<file path="src/hdl/hdc_config.svh">
`ifndef HDC_CONFIG_SVH
`define HDC_CONFIG_SVH

// hypervector geometry
`define HDC_WORD_BITS       32
`define HDC_HV_WORDS        4
`define HDC_HV_BITS         (`HDC_WORD_BITS * `HDC_HV_WORDS)

// item memory depth is 2**HDC_ITEM_ADDR_BITS
`define HDC_ITEM_ADDR_BITS  4

// xorshift32 starting state
`define HDC_PRNG_SEED       32'h2545f491

// stream input word, item address in the low bits
`define HDC_STREAM_IN_BITS  16

// axi-lite register map
`define HDC_LITE_ADDR_BITS  12
`define HDC_REG_MODE        12'h000
`define HDC_REG_ITEM_LAST   12'h004

`endif

</file>
<file path="src/hdl/hdc_pkg.sv">
`include "hdc_config.svh"

package hdc_pkg;

    // one random word from the generator
    typedef logic [`HDC_WORD_BITS-1:0] word_t;

    // index into the item memory
    typedef logic [`HDC_ITEM_ADDR_BITS-1:0] item_addr_t;

    // word position inside one hypervector
    typedef logic [$clog2(`HDC_HV_WORDS)-1:0] slot_t;

    // one hypervector, built word by word and streamed out whole
    // words[0] sits in the low bits of flat
    typedef union packed {
        logic [`HDC_HV_BITS-1:0]        flat;
        word_t [`HDC_HV_WORDS-1:0]      words;
    } hv_t;

endpackage

</file>
<file path="src/hdl/hdc_ctrl_regs.sv">
`timescale 1ns/1ns
`include "hdc_config.svh"

module hdc_ctrl_regs (
    input  logic                            AXIS_ACLK,
    input  logic                            S_AXI_ARESETN,

    input  logic [`HDC_LITE_ADDR_BITS-1:0]  s_axi_awaddr,
    input  logic                            s_axi_awvalid,
    output logic                            s_axi_awready,

    input  logic [31:0]                     s_axi_wdata,
    input  logic                            s_axi_wvalid,
    output logic                            s_axi_wready,

    output logic [1:0]                      s_axi_bresp,
    output logic                            s_axi_bvalid,
    input  logic                            s_axi_bready,

    input  logic [`HDC_LITE_ADDR_BITS-1:0]  s_axi_araddr,
    input  logic                            s_axi_arvalid,
    output logic                            s_axi_arready,

    output logic [31:0]                     s_axi_rdata,
    output logic [1:0]                      s_axi_rresp,
    output logic                            s_axi_rvalid,
    input  logic                            s_axi_rready,

    input  logic                            gen_done,
    output logic                            gen,
    output logic                            run,
    output hdc_pkg::item_addr_t             item_last
);
    import hdc_pkg::*;

    // ------------------------------
    // slave state machine
    // ------------------------------

    localparam logic [2:0] st_idle     = 3'd0;
    localparam logic [2:0] st_addr     = 3'd1;
    localparam logic [2:0] st_data     = 3'd2;
    localparam logic [2:0] st_both     = 3'd3;
    localparam logic [2:0] st_rd_wait  = 3'd4;
    localparam logic [2:0] st_rd_valid = 3'd5;

    logic [2:0]                     state;
    logic [`HDC_LITE_ADDR_BITS-1:0] wr_addr;
    logic [31:0]                    wr_data;
    logic [`HDC_LITE_ADDR_BITS-1:0] rd_addr;
    logic [`HDC_LITE_ADDR_BITS-1:0] wr_offset;
    logic [`HDC_LITE_ADDR_BITS-1:0] rd_offset;
    logic                           reg_wr;

    assign s_axi_awready = (state == st_idle) || (state == st_data);
    assign s_axi_wready  = (state == st_idle) || (state == st_addr);
    // a pending write wins over a read in idle
    assign s_axi_arready = (state == st_idle) && !s_axi_awvalid && !s_axi_wvalid;
    assign s_axi_bvalid  = (state == st_both);
    assign s_axi_rvalid  = (state == st_rd_valid);
    assign s_axi_bresp   = 2'b00;
    assign s_axi_rresp   = 2'b00;

    always_ff @(posedge AXIS_ACLK) begin
        if (!S_AXI_ARESETN) begin
            state <= st_idle;
        end else begin
            case (state)
                st_idle: begin
                    if (s_axi_awvalid && s_axi_wvalid) begin
                        state <= st_both;
                    end else if (s_axi_awvalid) begin
                        state <= st_addr;
                    end else if (s_axi_wvalid) begin
                        state <= st_data;
                    end else if (s_axi_arvalid) begin
                        state <= st_rd_wait;
                    end
                end
                st_addr: begin
                    if (s_axi_wvalid) begin
                        state <= st_both;
                    end
                end
                st_data: begin
                    if (s_axi_awvalid) begin
                        state <= st_both;
                    end
                end
                st_both: begin
                    if (s_axi_bready) begin
                        state <= st_idle;
                    end
                end
                st_rd_wait: begin
                    state <= st_rd_valid;
                end
                st_rd_valid: begin
                    if (s_axi_rready) begin
                        state <= st_idle;
                    end
                end
                default: begin
                    state <= st_idle;
                end
            endcase
        end
    end

    // address and data capture, either order
    always_ff @(posedge AXIS_ACLK) begin
        if (s_axi_awvalid && s_axi_awready) begin
            wr_addr <= s_axi_awaddr;
        end
        if (s_axi_wvalid && s_axi_wready) begin
            wr_data <= s_axi_wdata;
        end
        if (s_axi_arvalid && s_axi_arready) begin
            rd_addr <= s_axi_araddr;
        end
    end

    // ------------------------------
    // register file
    // ------------------------------

    // word aligned offsets
    assign wr_offset = {wr_addr[`HDC_LITE_ADDR_BITS-1:2], 2'b00};
    assign rd_offset = {rd_addr[`HDC_LITE_ADDR_BITS-1:2], 2'b00};
    assign reg_wr    = (state == st_both);

    always_ff @(posedge AXIS_ACLK) begin
        if (!S_AXI_ARESETN) begin
            gen       <= 1'b0;
            run       <= 1'b0;
            item_last <= '0;
        end else if (reg_wr) begin
            case (wr_offset)
                `HDC_REG_MODE: begin
                    {run, gen} <= wr_data[1:0];
                end
                `HDC_REG_ITEM_LAST: begin
                    item_last <= item_addr_t'(wr_data[`HDC_ITEM_ADDR_BITS-1:0]);
                end
                default: begin
                end
            endcase
        end else if (gen_done) begin
            // last item written, generation over
            gen <= 1'b0;
        end
    end

    // read data settles in the wait state
    always_ff @(posedge AXIS_ACLK) begin
        if (state == st_rd_wait) begin
            case (rd_offset)
                `HDC_REG_MODE: begin
                    s_axi_rdata <= {30'd0, run, gen};
                end
                `HDC_REG_ITEM_LAST: begin
                    s_axi_rdata <= {{(32 - `HDC_ITEM_ADDR_BITS){1'b0}}, item_last};
                end
                default: begin
                    s_axi_rdata <= '0;
                end
            endcase
        end
    end

endmodule

</file>
<file path="src/hdl/hv_generator.sv">
`timescale 1ns/1ns
`include "hdc_config.svh"

module hv_generator (
    input  logic                AXIS_ACLK,
    input  logic                S_AXI_ARESETN,
    input  logic                gen,
    input  hdc_pkg::item_addr_t item_last,
    output logic                item_wr,
    output hdc_pkg::item_addr_t item_wr_addr,
    output hdc_pkg::hv_t        item_wr_data,
    output logic                gen_done
);
    import hdc_pkg::*;

    localparam slot_t last_slot = slot_t'(`HDC_HV_WORDS - 1);

    word_t      prng_state;
    word_t      prng_next;
    slot_t      slot;
    item_addr_t item_addr;
    hv_t        hv_q;
    hv_t        hv_next;

    // one xorshift32 step, shifts 13 / 17 / 5
    function automatic word_t xorshift32(input word_t x);
        word_t y;
        y = x ^ (x << 13);
        y = y ^ (y >> 17);
        y = y ^ (y << 5);
        return y;
    endfunction

    assign prng_next = xorshift32(prng_state);

    // ------------------------------
    // sequencing
    // ------------------------------

    // gen low parks everything at the seed
    always_ff @(posedge AXIS_ACLK) begin
        if (!S_AXI_ARESETN || !gen) begin
            prng_state <= `HDC_PRNG_SEED;
            slot       <= '0;
            item_addr  <= '0;
        end else begin
            prng_state <= prng_next;
            slot       <= slot + 1'b1;
            if (slot == last_slot) begin
                item_addr <= item_addr + 1'b1;
            end
        end
    end

    // ------------------------------
    // hypervector assembly
    // ------------------------------

    // current word dropped into its slot
    always_comb begin
        hv_next             = hv_q;
        hv_next.words[slot] = prng_state;
    end

    always_ff @(posedge AXIS_ACLK) begin
        if (gen) begin
            hv_q <= hv_next;
        end
    end

    // write goes out on the cycle that fills the last slot
    assign item_wr      = gen && (slot == last_slot);
    assign item_wr_addr = item_addr;
    assign item_wr_data = hv_next;
    assign gen_done     = item_wr && (item_addr == item_last);

endmodule

</file>
<file path="src/hdl/item_memory.sv">
`timescale 1ns/1ns
`include "hdc_config.svh"

module item_memory (
    input  logic                            AXIS_ACLK,
    input  logic                            S_AXI_ARESETN,
    input  logic                            run,

    input  logic                            item_wr,
    input  hdc_pkg::item_addr_t             item_wr_addr,
    input  hdc_pkg::hv_t                    item_wr_data,

    input  logic [`HDC_STREAM_IN_BITS-1:0]  s_axis_tdata,
    input  logic                            s_axis_tvalid,
    input  logic                            s_axis_tlast,
    output logic                            s_axis_tready,

    output logic [`HDC_HV_BITS-1:0]         m_axis_tdata,
    output logic                            m_axis_tvalid,
    output logic                            m_axis_tlast
);
    import hdc_pkg::*;

    localparam int items = 1 << `HDC_ITEM_ADDR_BITS;

    hv_t        mem [items];
    logic       lookup;
    item_addr_t rd_addr_q;
    logic       rd_vld_q;
    logic       rd_last_q;
    hv_t        rd_data_q;

    // no back-pressure, ready just mirrors run mode
    assign s_axis_tready = run;
    assign lookup        = s_axis_tvalid && run;

    always_ff @(posedge AXIS_ACLK) begin
        if (item_wr) begin
            mem[item_wr_addr] <= item_wr_data;
        end
    end

    // ------------------------------
    // lookup pipeline
    // ------------------------------

    // stage 1, address and last
    always_ff @(posedge AXIS_ACLK) begin
        if (!S_AXI_ARESETN) begin
            rd_vld_q <= 1'b0;
        end else begin
            rd_vld_q <= lookup;
        end
    end

    always_ff @(posedge AXIS_ACLK) begin
        if (lookup) begin
            rd_addr_q <= s_axis_tdata[`HDC_ITEM_ADDR_BITS-1:0];
            rd_last_q <= s_axis_tlast;
        end
    end

    // stage 2, array read
    always_ff @(posedge AXIS_ACLK) begin
        if (!S_AXI_ARESETN) begin
            m_axis_tvalid <= 1'b0;
        end else begin
            m_axis_tvalid <= rd_vld_q;
        end
    end

    // a write on the same edge is seen by the read
    always_ff @(posedge AXIS_ACLK) begin
        if (item_wr && (item_wr_addr == rd_addr_q)) begin
            rd_data_q <= item_wr_data;
        end else begin
            rd_data_q <= mem[rd_addr_q];
        end
        m_axis_tlast <= rd_last_q;
    end

    assign m_axis_tdata = rd_data_q.flat;

endmodule

</file>
<file path="src/hdl/hdc_top.sv">
`timescale 1ns/1ns
`include "hdc_config.svh"

module hdc_top (
    input  logic                            AXIS_ACLK,
    input  logic                            S_AXI_ARESETN,

    // axi-lite slave
    input  logic [`HDC_LITE_ADDR_BITS-1:0]  s_axi_awaddr,
    input  logic                            s_axi_awvalid,
    output logic                            s_axi_awready,
    input  logic [31:0]                     s_axi_wdata,
    input  logic                            s_axi_wvalid,
    output logic                            s_axi_wready,
    output logic [1:0]                      s_axi_bresp,
    output logic                            s_axi_bvalid,
    input  logic                            s_axi_bready,
    input  logic [`HDC_LITE_ADDR_BITS-1:0]  s_axi_araddr,
    input  logic                            s_axi_arvalid,
    output logic                            s_axi_arready,
    output logic [31:0]                     s_axi_rdata,
    output logic [1:0]                      s_axi_rresp,
    output logic                            s_axi_rvalid,
    input  logic                            s_axi_rready,

    // lookup stream in
    input  logic [`HDC_STREAM_IN_BITS-1:0]  s_axis_tdata,
    input  logic                            s_axis_tvalid,
    input  logic                            s_axis_tlast,
    output logic                            s_axis_tready,

    // hypervector stream out
    output logic [`HDC_HV_BITS-1:0]         m_axis_tdata,
    output logic                            m_axis_tvalid,
    output logic                            m_axis_tlast
);
    import hdc_pkg::*;

    logic       gen;
    logic       run;
    item_addr_t item_last;
    logic       gen_done;
    logic       item_wr;
    item_addr_t item_wr_addr;
    hv_t        item_wr_data;

    hdc_ctrl_regs u_ctrl_regs (
        .AXIS_ACLK      (AXIS_ACLK),
        .S_AXI_ARESETN  (S_AXI_ARESETN),
        .s_axi_awaddr   (s_axi_awaddr),
        .s_axi_awvalid  (s_axi_awvalid),
        .s_axi_awready  (s_axi_awready),
        .s_axi_wdata    (s_axi_wdata),
        .s_axi_wvalid   (s_axi_wvalid),
        .s_axi_wready   (s_axi_wready),
        .s_axi_bresp    (s_axi_bresp),
        .s_axi_bvalid   (s_axi_bvalid),
        .s_axi_bready   (s_axi_bready),
        .s_axi_araddr   (s_axi_araddr),
        .s_axi_arvalid  (s_axi_arvalid),
        .s_axi_arready  (s_axi_arready),
        .s_axi_rdata    (s_axi_rdata),
        .s_axi_rresp    (s_axi_rresp),
        .s_axi_rvalid   (s_axi_rvalid),
        .s_axi_rready   (s_axi_rready),
        .gen_done       (gen_done),
        .gen            (gen),
        .run            (run),
        .item_last      (item_last)
    );

    hv_generator u_hv_generator (
        .AXIS_ACLK      (AXIS_ACLK),
        .S_AXI_ARESETN  (S_AXI_ARESETN),
        .gen            (gen),
        .item_last      (item_last),
        .item_wr        (item_wr),
        .item_wr_addr   (item_wr_addr),
        .item_wr_data   (item_wr_data),
        .gen_done       (gen_done)
    );

    item_memory u_item_memory (
        .AXIS_ACLK      (AXIS_ACLK),
        .S_AXI_ARESETN  (S_AXI_ARESETN),
        .run            (run),
        .item_wr        (item_wr),
        .item_wr_addr   (item_wr_addr),
        .item_wr_data   (item_wr_data),
        .s_axis_tdata   (s_axis_tdata),
        .s_axis_tvalid  (s_axis_tvalid),
        .s_axis_tlast   (s_axis_tlast),
        .s_axis_tready  (s_axis_tready),
        .m_axis_tdata   (m_axis_tdata),
        .m_axis_tvalid  (m_axis_tvalid),
        .m_axis_tlast   (m_axis_tlast)
    );

endmodule

</file>
<file path="config.mk">
export PLATFORM = sky130hd
export DESIGN_NAME = hdc_top
export DESIGN_NICKNAME = d
export VERILOG_FILES = /design/src/hdl/hdc_pkg.sv /design/src/hdl/hdc_ctrl_regs.sv /design/src/hdl/hv_generator.sv /design/src/hdl/item_memory.sv /design/src/hdl/hdc_top.sv
export VERILOG_INCLUDE_DIRS = /design/src /design/src/hdl
export SDC_FILE = /design/constraint.sdc
export NUM_CORES = 2
export LEC_CHECK = 0
export BUFFER_PORTS_ARGS = -buffer_cell sky130_fd_sc_hd__buf_2
export CORE_ASPECT_RATIO = 0.7
export CORE_UTILIZATION = 55
export DETAILED_ROUTE_END_ITERATION = 8
export GPL_TIMING_DRIVEN = 1
export PLACE_DENSITY_LB_ADDON = 0.3
export SKIP_LAST_GASP = 1
export SLEW_MARGIN = 5
export SYNTH_ARGS = -nofsm -noshare
export SYNTH_HDL_FRONTEND = slang
export SYNTH_SLANG_ARGS = --single-unit
</file>
<file path="constraint.sdc">
create_clock -name AXIS_ACLK -period 11.6 [get_ports AXIS_ACLK]
set_clock_uncertainty 0.05 [all_clocks]
set_input_delay 2.32 -clock AXIS_ACLK [delete_from_list [all_inputs] [get_ports AXIS_ACLK]]
set_output_delay 2.32 -clock AXIS_ACLK [all_outputs]
set_load 0.02 [all_outputs]
</file>
Yosys cells after proc, flatten, opt, wreduce, memory -nomap -nowiden

Memories as Yosys holds them, arrays and structs flattened. A register that Yosys moved wholly into a read port is not among the register bits.
Index checks and enable logic that the tools add are counted.

Order comparisons: 2
Bitwise gates (word level): 3
Add/subtract/negate cells: 2
Equal/unequal tests: 15
Multiplexer cells: 18
Reductions and logical operators: 25

Operators with widths:

| cell                                                                    | count |
|---|---|
| 128-bit bitwise mux                                                     | 1 |
| 32-bit demux with 2-bit select                                          | 1 |
| 32-bit bitwise XOR                                                      | 2 |
| 32-bit two-way mux                                                      | 1 |
| 32-bit by 15-bit bitwise XOR with 32-bit output                         | 1 |
| 12-bit zero test                                                        | 2 |
| 3-bit two-way mux                                                       | 8 |
| 10-bit by 1-bit equality test with 1-bit output (second input constant) | 2 |
| 3-bit case mux with 6 select lines                                      | 1 |
| 1-bit logical AND                                                       | 10 |
| 4-bit case mux with 2 select lines                                      | 1 |
| 3-bit by 2-bit equality test with 1-bit output (second input constant)  | 2 |
| 3-bit equality test (second input constant)                             | 2 |
| 2-bit by 1-bit != test with 1-bit output (second input constant)        | 3 |
| 2-bit AND reduction                                                     | 3 |
| 1-bit two-way mux                                                       | 5 |
| 5-bit != test (second input constant)                                   | 1 |
| 5-bit AND reduction                                                     | 1 |
| 4-bit by 1-bit adder with 4-bit output (second input constant)          | 1 |
| 4-bit equality test                                                     | 1 |
| 1-bit zero test                                                         | 4 |
| 2-bit != test (second input constant)                                   | 2 |
| 3-bit by 1-bit equality test with 1-bit output (second input constant)  | 1 |
| 3-bit zero test                                                         | 1 |
| 6 further kinds                                                         | 8 |

Memories kept: 1
Register bits after elaboration: 243
Memory bits (writable): 2048
Output and inout port bits: 172
Input bits: 81
Logic and storage cells: 83

Memories:

| name              | depth | bits a word | rd ports | clocked after Yosys merged registers in | wr ports | RTL line          | RTL |
|---|---|---|---|---|---|---|---|
| u_item_memory.mem | 16    | 128         | 1        | 1                                       | 1        | item_memory.sv:26 | `hv_t mem [items];` |

Depth between registers and ports, before layout

Depth in word-level cells: 5
Gate-level depth with buffers: 7
Depth with buffers taken out: 5

Hierarchy

From an unflattened synthesis, not the netlist that was laid out.

Cell total of the unflattened synthesis: 3837
Area total of the unflattened synthesis: 86325.3 µm²

Modules (own cells, without submodules):

| module        | area each (µm²) | seq. area each (µm²) | times used | cells each |
|---|---|---|---|---|
| item_memory   | 77225.3         | 61789.3              | 1          | 3243 |
| hv_generator  | 7340.8          | 4604.4               | 1          | 450 |
| hdc_ctrl_regs | 1759.2          | 1021.0               | 1          | 144 |

Least setup slack after synthesis

OpenSTA, ideal clock, no wires.

Path kind: register to register
From: register u_ctrl_regs.gen
To: memory u_item_memory.mem[0][0] in the netlist's numbering, enable pin
Library setup time: 0.502 ns
Stages on the path, launching flop included: 4
Setup slack: 4.193 ns
Data required time: 11.048 ns
Buffers on the path: 0
Period minus slack after synthesis: 7.407 ns
Data arrival time: 6.855 ns
Cells stage by stage: dfxtp_1 nand2_1 nor3_1 and2_1

Word-level cells in the longest chain between the ends: 3

RTL lines:

| item                                    | RTL line             | RTL |
|---|---|---|
| start: declaration                      | hdc_ctrl_regs.sv:30  | `output logic gen,` |
| start signal: assignment                | hdc_ctrl_regs.sv:140 | `{run, gen} <= wr_data[1:0];` |
| 1-bit logical AND                       | hv_generator.sv:72   | `assign item_wr = gen && (slot == last_slot);` |
| 1-bit two-way mux                       | item_memory.sv:38    | `if (item_wr) begin` |
| 1-bit two-way mux (not written as such) | item_memory.sv:39    | `mem[item_wr_addr] <= item_wr_data;` |
| end: declaration                        | item_memory.sv:26    |  |

No other way between the ends.

==> flow_results.org <==
** Global route
- The via count of the first global-routing pass came to 40.4k.
- Entering global routing, the biggest net connects 112 pins.
- For this run, the total global-route usage over all layers was measured as 25.4%.
- The number of antenna violations at the first check in global routing came to 7.
- For this run the aggregate overflow at the end of global routing stands at 0.
- The first global-routing pass estimated 284,000 um of wire.

** CTS
- Register clock-pin slew on the reported worst setup and hold paths :: 0.06 ns
- Clk_lat worst skew :: 0.84 ns
- Cell at the root of the clock tree :: sky130_fd_sc_hd__clkbuf_16
- The clock drives 2,263 sinks.
- In this run the deepest clock path goes through 3 buffers.
- Post-CTS setup repair buffer count :: 0
- Clock tree from TritonCTS :: done
- CTS Hold Buffers Added :: 0
- Post-CTS sizing :: 0
- Buffers inserted during clock tree synthesis total 199.
- The H-tree was split into 4 levels.

** STA
- Unrepaired setup endpoints after global routing :: false
- Max Transition Viols Final :: 0
- Ratio of final minimum period to clock period :: 63.3%
- Setup violations remaining at the end of the flow were counted as 0.
- Derived from the worst setup path, the maximum achievable clock frequency is 136 MHz.
- Least setup slack across all paths after layout :: 4.26 ns
- Slew Limit Headroom :: 18.8%
- Final Critical Period :: 7.34 ns
- Final total negative setup slack :: 0 ns
- For the pin with the worst max-slew slack, the measured transition is 1.22 ns.
- Final number of hold-violating endpoints :: 0

** Route
- Routed met1 length :: 78,400 um
- Met3 Routed Length :: 18,600 um
- Using the TritonRoute via totals, the vias-per-cell ratio works out to 6.37.
- Summing over every cut layer, the via total after detailed routing is 39.8k.
- Routed length on met2 :: 96,100 um
- Drc violations :: 0
- Dividing the detail-routed wire length by the instance count gives 31.7 um.
- In this run, the number of DRC markers left after iteration 0 of detailed routing was 4,752.
- WL final :: 198,000 um
- Number of nets still failing antenna checks after routing :: 0
- The highest layer touched by signal routing is met4.
- First-pass DRT Iterations :: 7

** Yosys
- Sequential cells were found to cover 78.8% of the synthesized design area.
- Post-synthesis cell type count :: 40
- Counting flops with an async set or reset pin after synthesis yields a share of 0%.
- Summing the areas of all compound-gate instances in the mapped netlist gives 2.26% of the synthesized area.
- Synthesized area per cell :: 22.9 um^2
- Syn Std Cell Area :: 85,500 um^2
- Xor and xnor fraction of the mapped netlist area :: 0.707%
- In this run, synthesis inferred 2,209 flip-flops with an integrated enable.
- Area fraction in and, or, nand and nor cells after synthesis :: 1.27%
- Ys flop type :: sky130_fd_sc_hd__edfxtp_1
- After synthesis, the largest family of logic cells by area is multiplexers.
- Post-synthesis cell count :: 3,741
- Yosys reg bits :: 2,263
- Summing the areas of all fa, ha and maj instances in the mapped netlist gives 0.117% of the synthesized area.
- Share of synthesized area spent on multiplexers :: 15.3%
- During synthesis, Yosys emitted a total of 0 warnings.

** Floorplanning
- Area of the placeable core :: 154,000 um^2
- 253 I/O pins were placed.
- Once the floorplan was initialized, standard cells occupied 55.7% of the core.
- The die is 473 um wide.
- The die covers 157,000 um^2.
- In this run the core area contains 120 standard-cell rows.
- Chip Height :: 332 um

** Finish
- For this run, the post-layout net count is 4,080.
- Share of layout cells above drive strength 1 :: 28.6%
- In the layout the commonest cells are 2,209 x sky130_fd_sc_hd__edfxtp_1, 512 x sky130_fd_sc_hd__mux4_2, 204 x sky130_fd_sc_hd__clkbuf_16.
- The library cell used most frequently in the layout, excluding fill and tap cells, is sky130_fd_sc_hd__edfxtp_1.
- Relative to the synthesized area, the layout overhead comes to 11.0%.

** Power
- Per report_power, the combinational group accounts for 0.2% of the total.
- Switching share of total power :: 18.9%
- Pwr per Cell Area :: 162 nW/um^2
- The analysis attributes to cell leakage a power of 24.1 nW.
- Internal :: 12.5 mW
- Sequential cells account for 57.6% of the total power.
- Switching power :: 2.91 mW
- IR analysis of the VDD net gives a maximum drop of 0.129 mV.
- Clk pwr share :: 42.2%

** Critical path
- FF-to-FF path depth :: 7
- For the worst setup path, the data required time is 9.23 ns.
- Data arrives at the worst endpoint at 4.97 ns.
- In this run the critical register-to-register path is captured at u_item_memory.mem[2][16].
- Type of destination of the critical path :: primary output
- Setup crit start kind :: flip-flop
- Largest fanout on the critical path :: 57
- The setup path with the least slack is of type flip-flop to primary output.
- In this run the critical register-to-register path is launched from u_hv_generator.slot[1].
- For flop-to-flop paths, the worst setup slack is 7.11 ns.

** Status
- Outcome :: finished, final reports clean

** Worst hold path
- The tightest min-delay check is of the flip-flop to flip-flop type.
- The worst hold path passes through 0 cells.
- Hold Path Origin :: u_item_memory.rd_addr_q[2]

** Place
- # port buffers :: 176
- Hpwl dp :: 100,000 um
- OpenSTA, run right after detailed placement, puts the worst setup slack at 5.15 ns.
- Weighted congestion reported at the end of routability-driven placement :: 0.745

** Job
- The tool flagged a number of max-cap violations equal to 0.
==> cell type report <==
cell class,count,area [um^2]
inverter,9,33.8
clock inverter,104,918
sequential,2263,67400
timing repair buffer,245,1500
clock buffer,264,5430
tap,2074,2590
antenna,7,17.5
multi-input combinational,1273,17000
fill,10242,58700
==> critical path: stages (launching register included) <==
cell and delay, ns:
sky130_fd_sc_hd__dfxtp_4 0.69, sky130_fd_sc_hd__buf_4 0.80, sky130_fd_sc_hd__nor2b_4 0.28, sky130_fd_sc_hd__buf_4 0.60, sky130_fd_sc_hd__buf_4 0.96, sky130_fd_sc_hd__a22oi_1 0.15
sky130_fd_sc_hd__nand2_1 0.34, sky130_fd_sc_hd__buf_2 0.24
==> power groups by stage <==
stage,clock [mW],combinational (mW),sequential [mW]
after CTS,6.56,0.0366,8.84
after global placement,0,0.0358,9.02
after detailed placement,0,0.0366,9.02
after floorplan,0,0.0358,9.02
after global routing,6.88,0.0399,8.84
final,6.48,0.0367,8.84
==> metal layers <==
metal	up-vias	global-route usage [%]
met4	0	6.75
met3	287	5.73
met2	1934	40.4
met5	-	0
li1	16211	-
met1	21337	35.8
==> sequential cells by signal (all words and copies together) (netlist names), 2 cells and up, named ones only <==
signal / count
u_item_memory.rd_addr_q: 4
u_hv_generator.item_wr_addr: 4
u_item_memory.mem: 2048
u_ctrl_regs.s_axi_rdata: 4
u_hv_generator.hv_q: 128
u_hv_generator.prng_state: 32
u_hv_generator.slot: 2
u_ctrl_regs.wr_addr: 10
u_ctrl_regs.state: 3
u_ctrl_regs.item_last: 4
u_ctrl_regs.wr_data: 4
u_ctrl_regs.rd_addr: 10
==> worst max-delay path by stage <==
stage | startpoint | to | cells after the start
after global routing | flip-flop | m_axis_tdata[117] | 7
final | flip-flop | m_axis_tdata[117] | 7
after CTS | flip-flop | m_axis_tdata[29] | 7
after floorplan | u_ctrl_regs.gen | u_item_memory.mem[0][0] | 3
after detailed placement | flip-flop | m_axis_tdata[29] | 7
after global placement | flip-flop | m_axis_tdata[29] | 7
==> cells in the mapped netlist (all sizes together) (6+ instances only) <==
cell type  number  area share [%]
xor2           16            0.16
ha              8            0.12
mux2          128             1.7
dfxtp          54             1.3
nand2         115            0.50
a22oi         186             1.6
and2           25            0.18
inv             9           0.039
buf           164             1.2
nor3            6           0.035
edfxtp       2209              78
xnor2          53            0.54
nor2b           7           0.051
nor2           69            0.30
mux4          512              13
o22ai          73            0.53
clkbuf         63            0.28
mux2i           8           0.094
==> stage by stage <==
stage                     hold slack, ns  area, um^2  total power [mW]  utilization, %  instances
after CTS                          0.294       94900              15.4            61.8       6232
after global routing               0.296       94900              15.8            61.8       6233
after detailed placement           0.279       88500              9.06            57.6       5864
after global placement             0.275       88500              9.05            57.6       5864
final                              0.291       94900              15.4            61.8       6239
after floorplan                    0.273       85600              9.05               -       3772
==> cells by family (layout without fill, tap and decap cells) <==
logic type               Yosys count  after routing
buffers and inverters            236            622
adder cells (fa/ha/maj)            8              8
other                              1             39
AND/OR/NAND/NOR                  247            247
AO/OA/AOI/OAI                    269            269
XOR/XNOR                          69             69
flip-flops                      2263           2263
multiplexers                     648            648
Note: power is estimated with default switching activity, not from simulation.
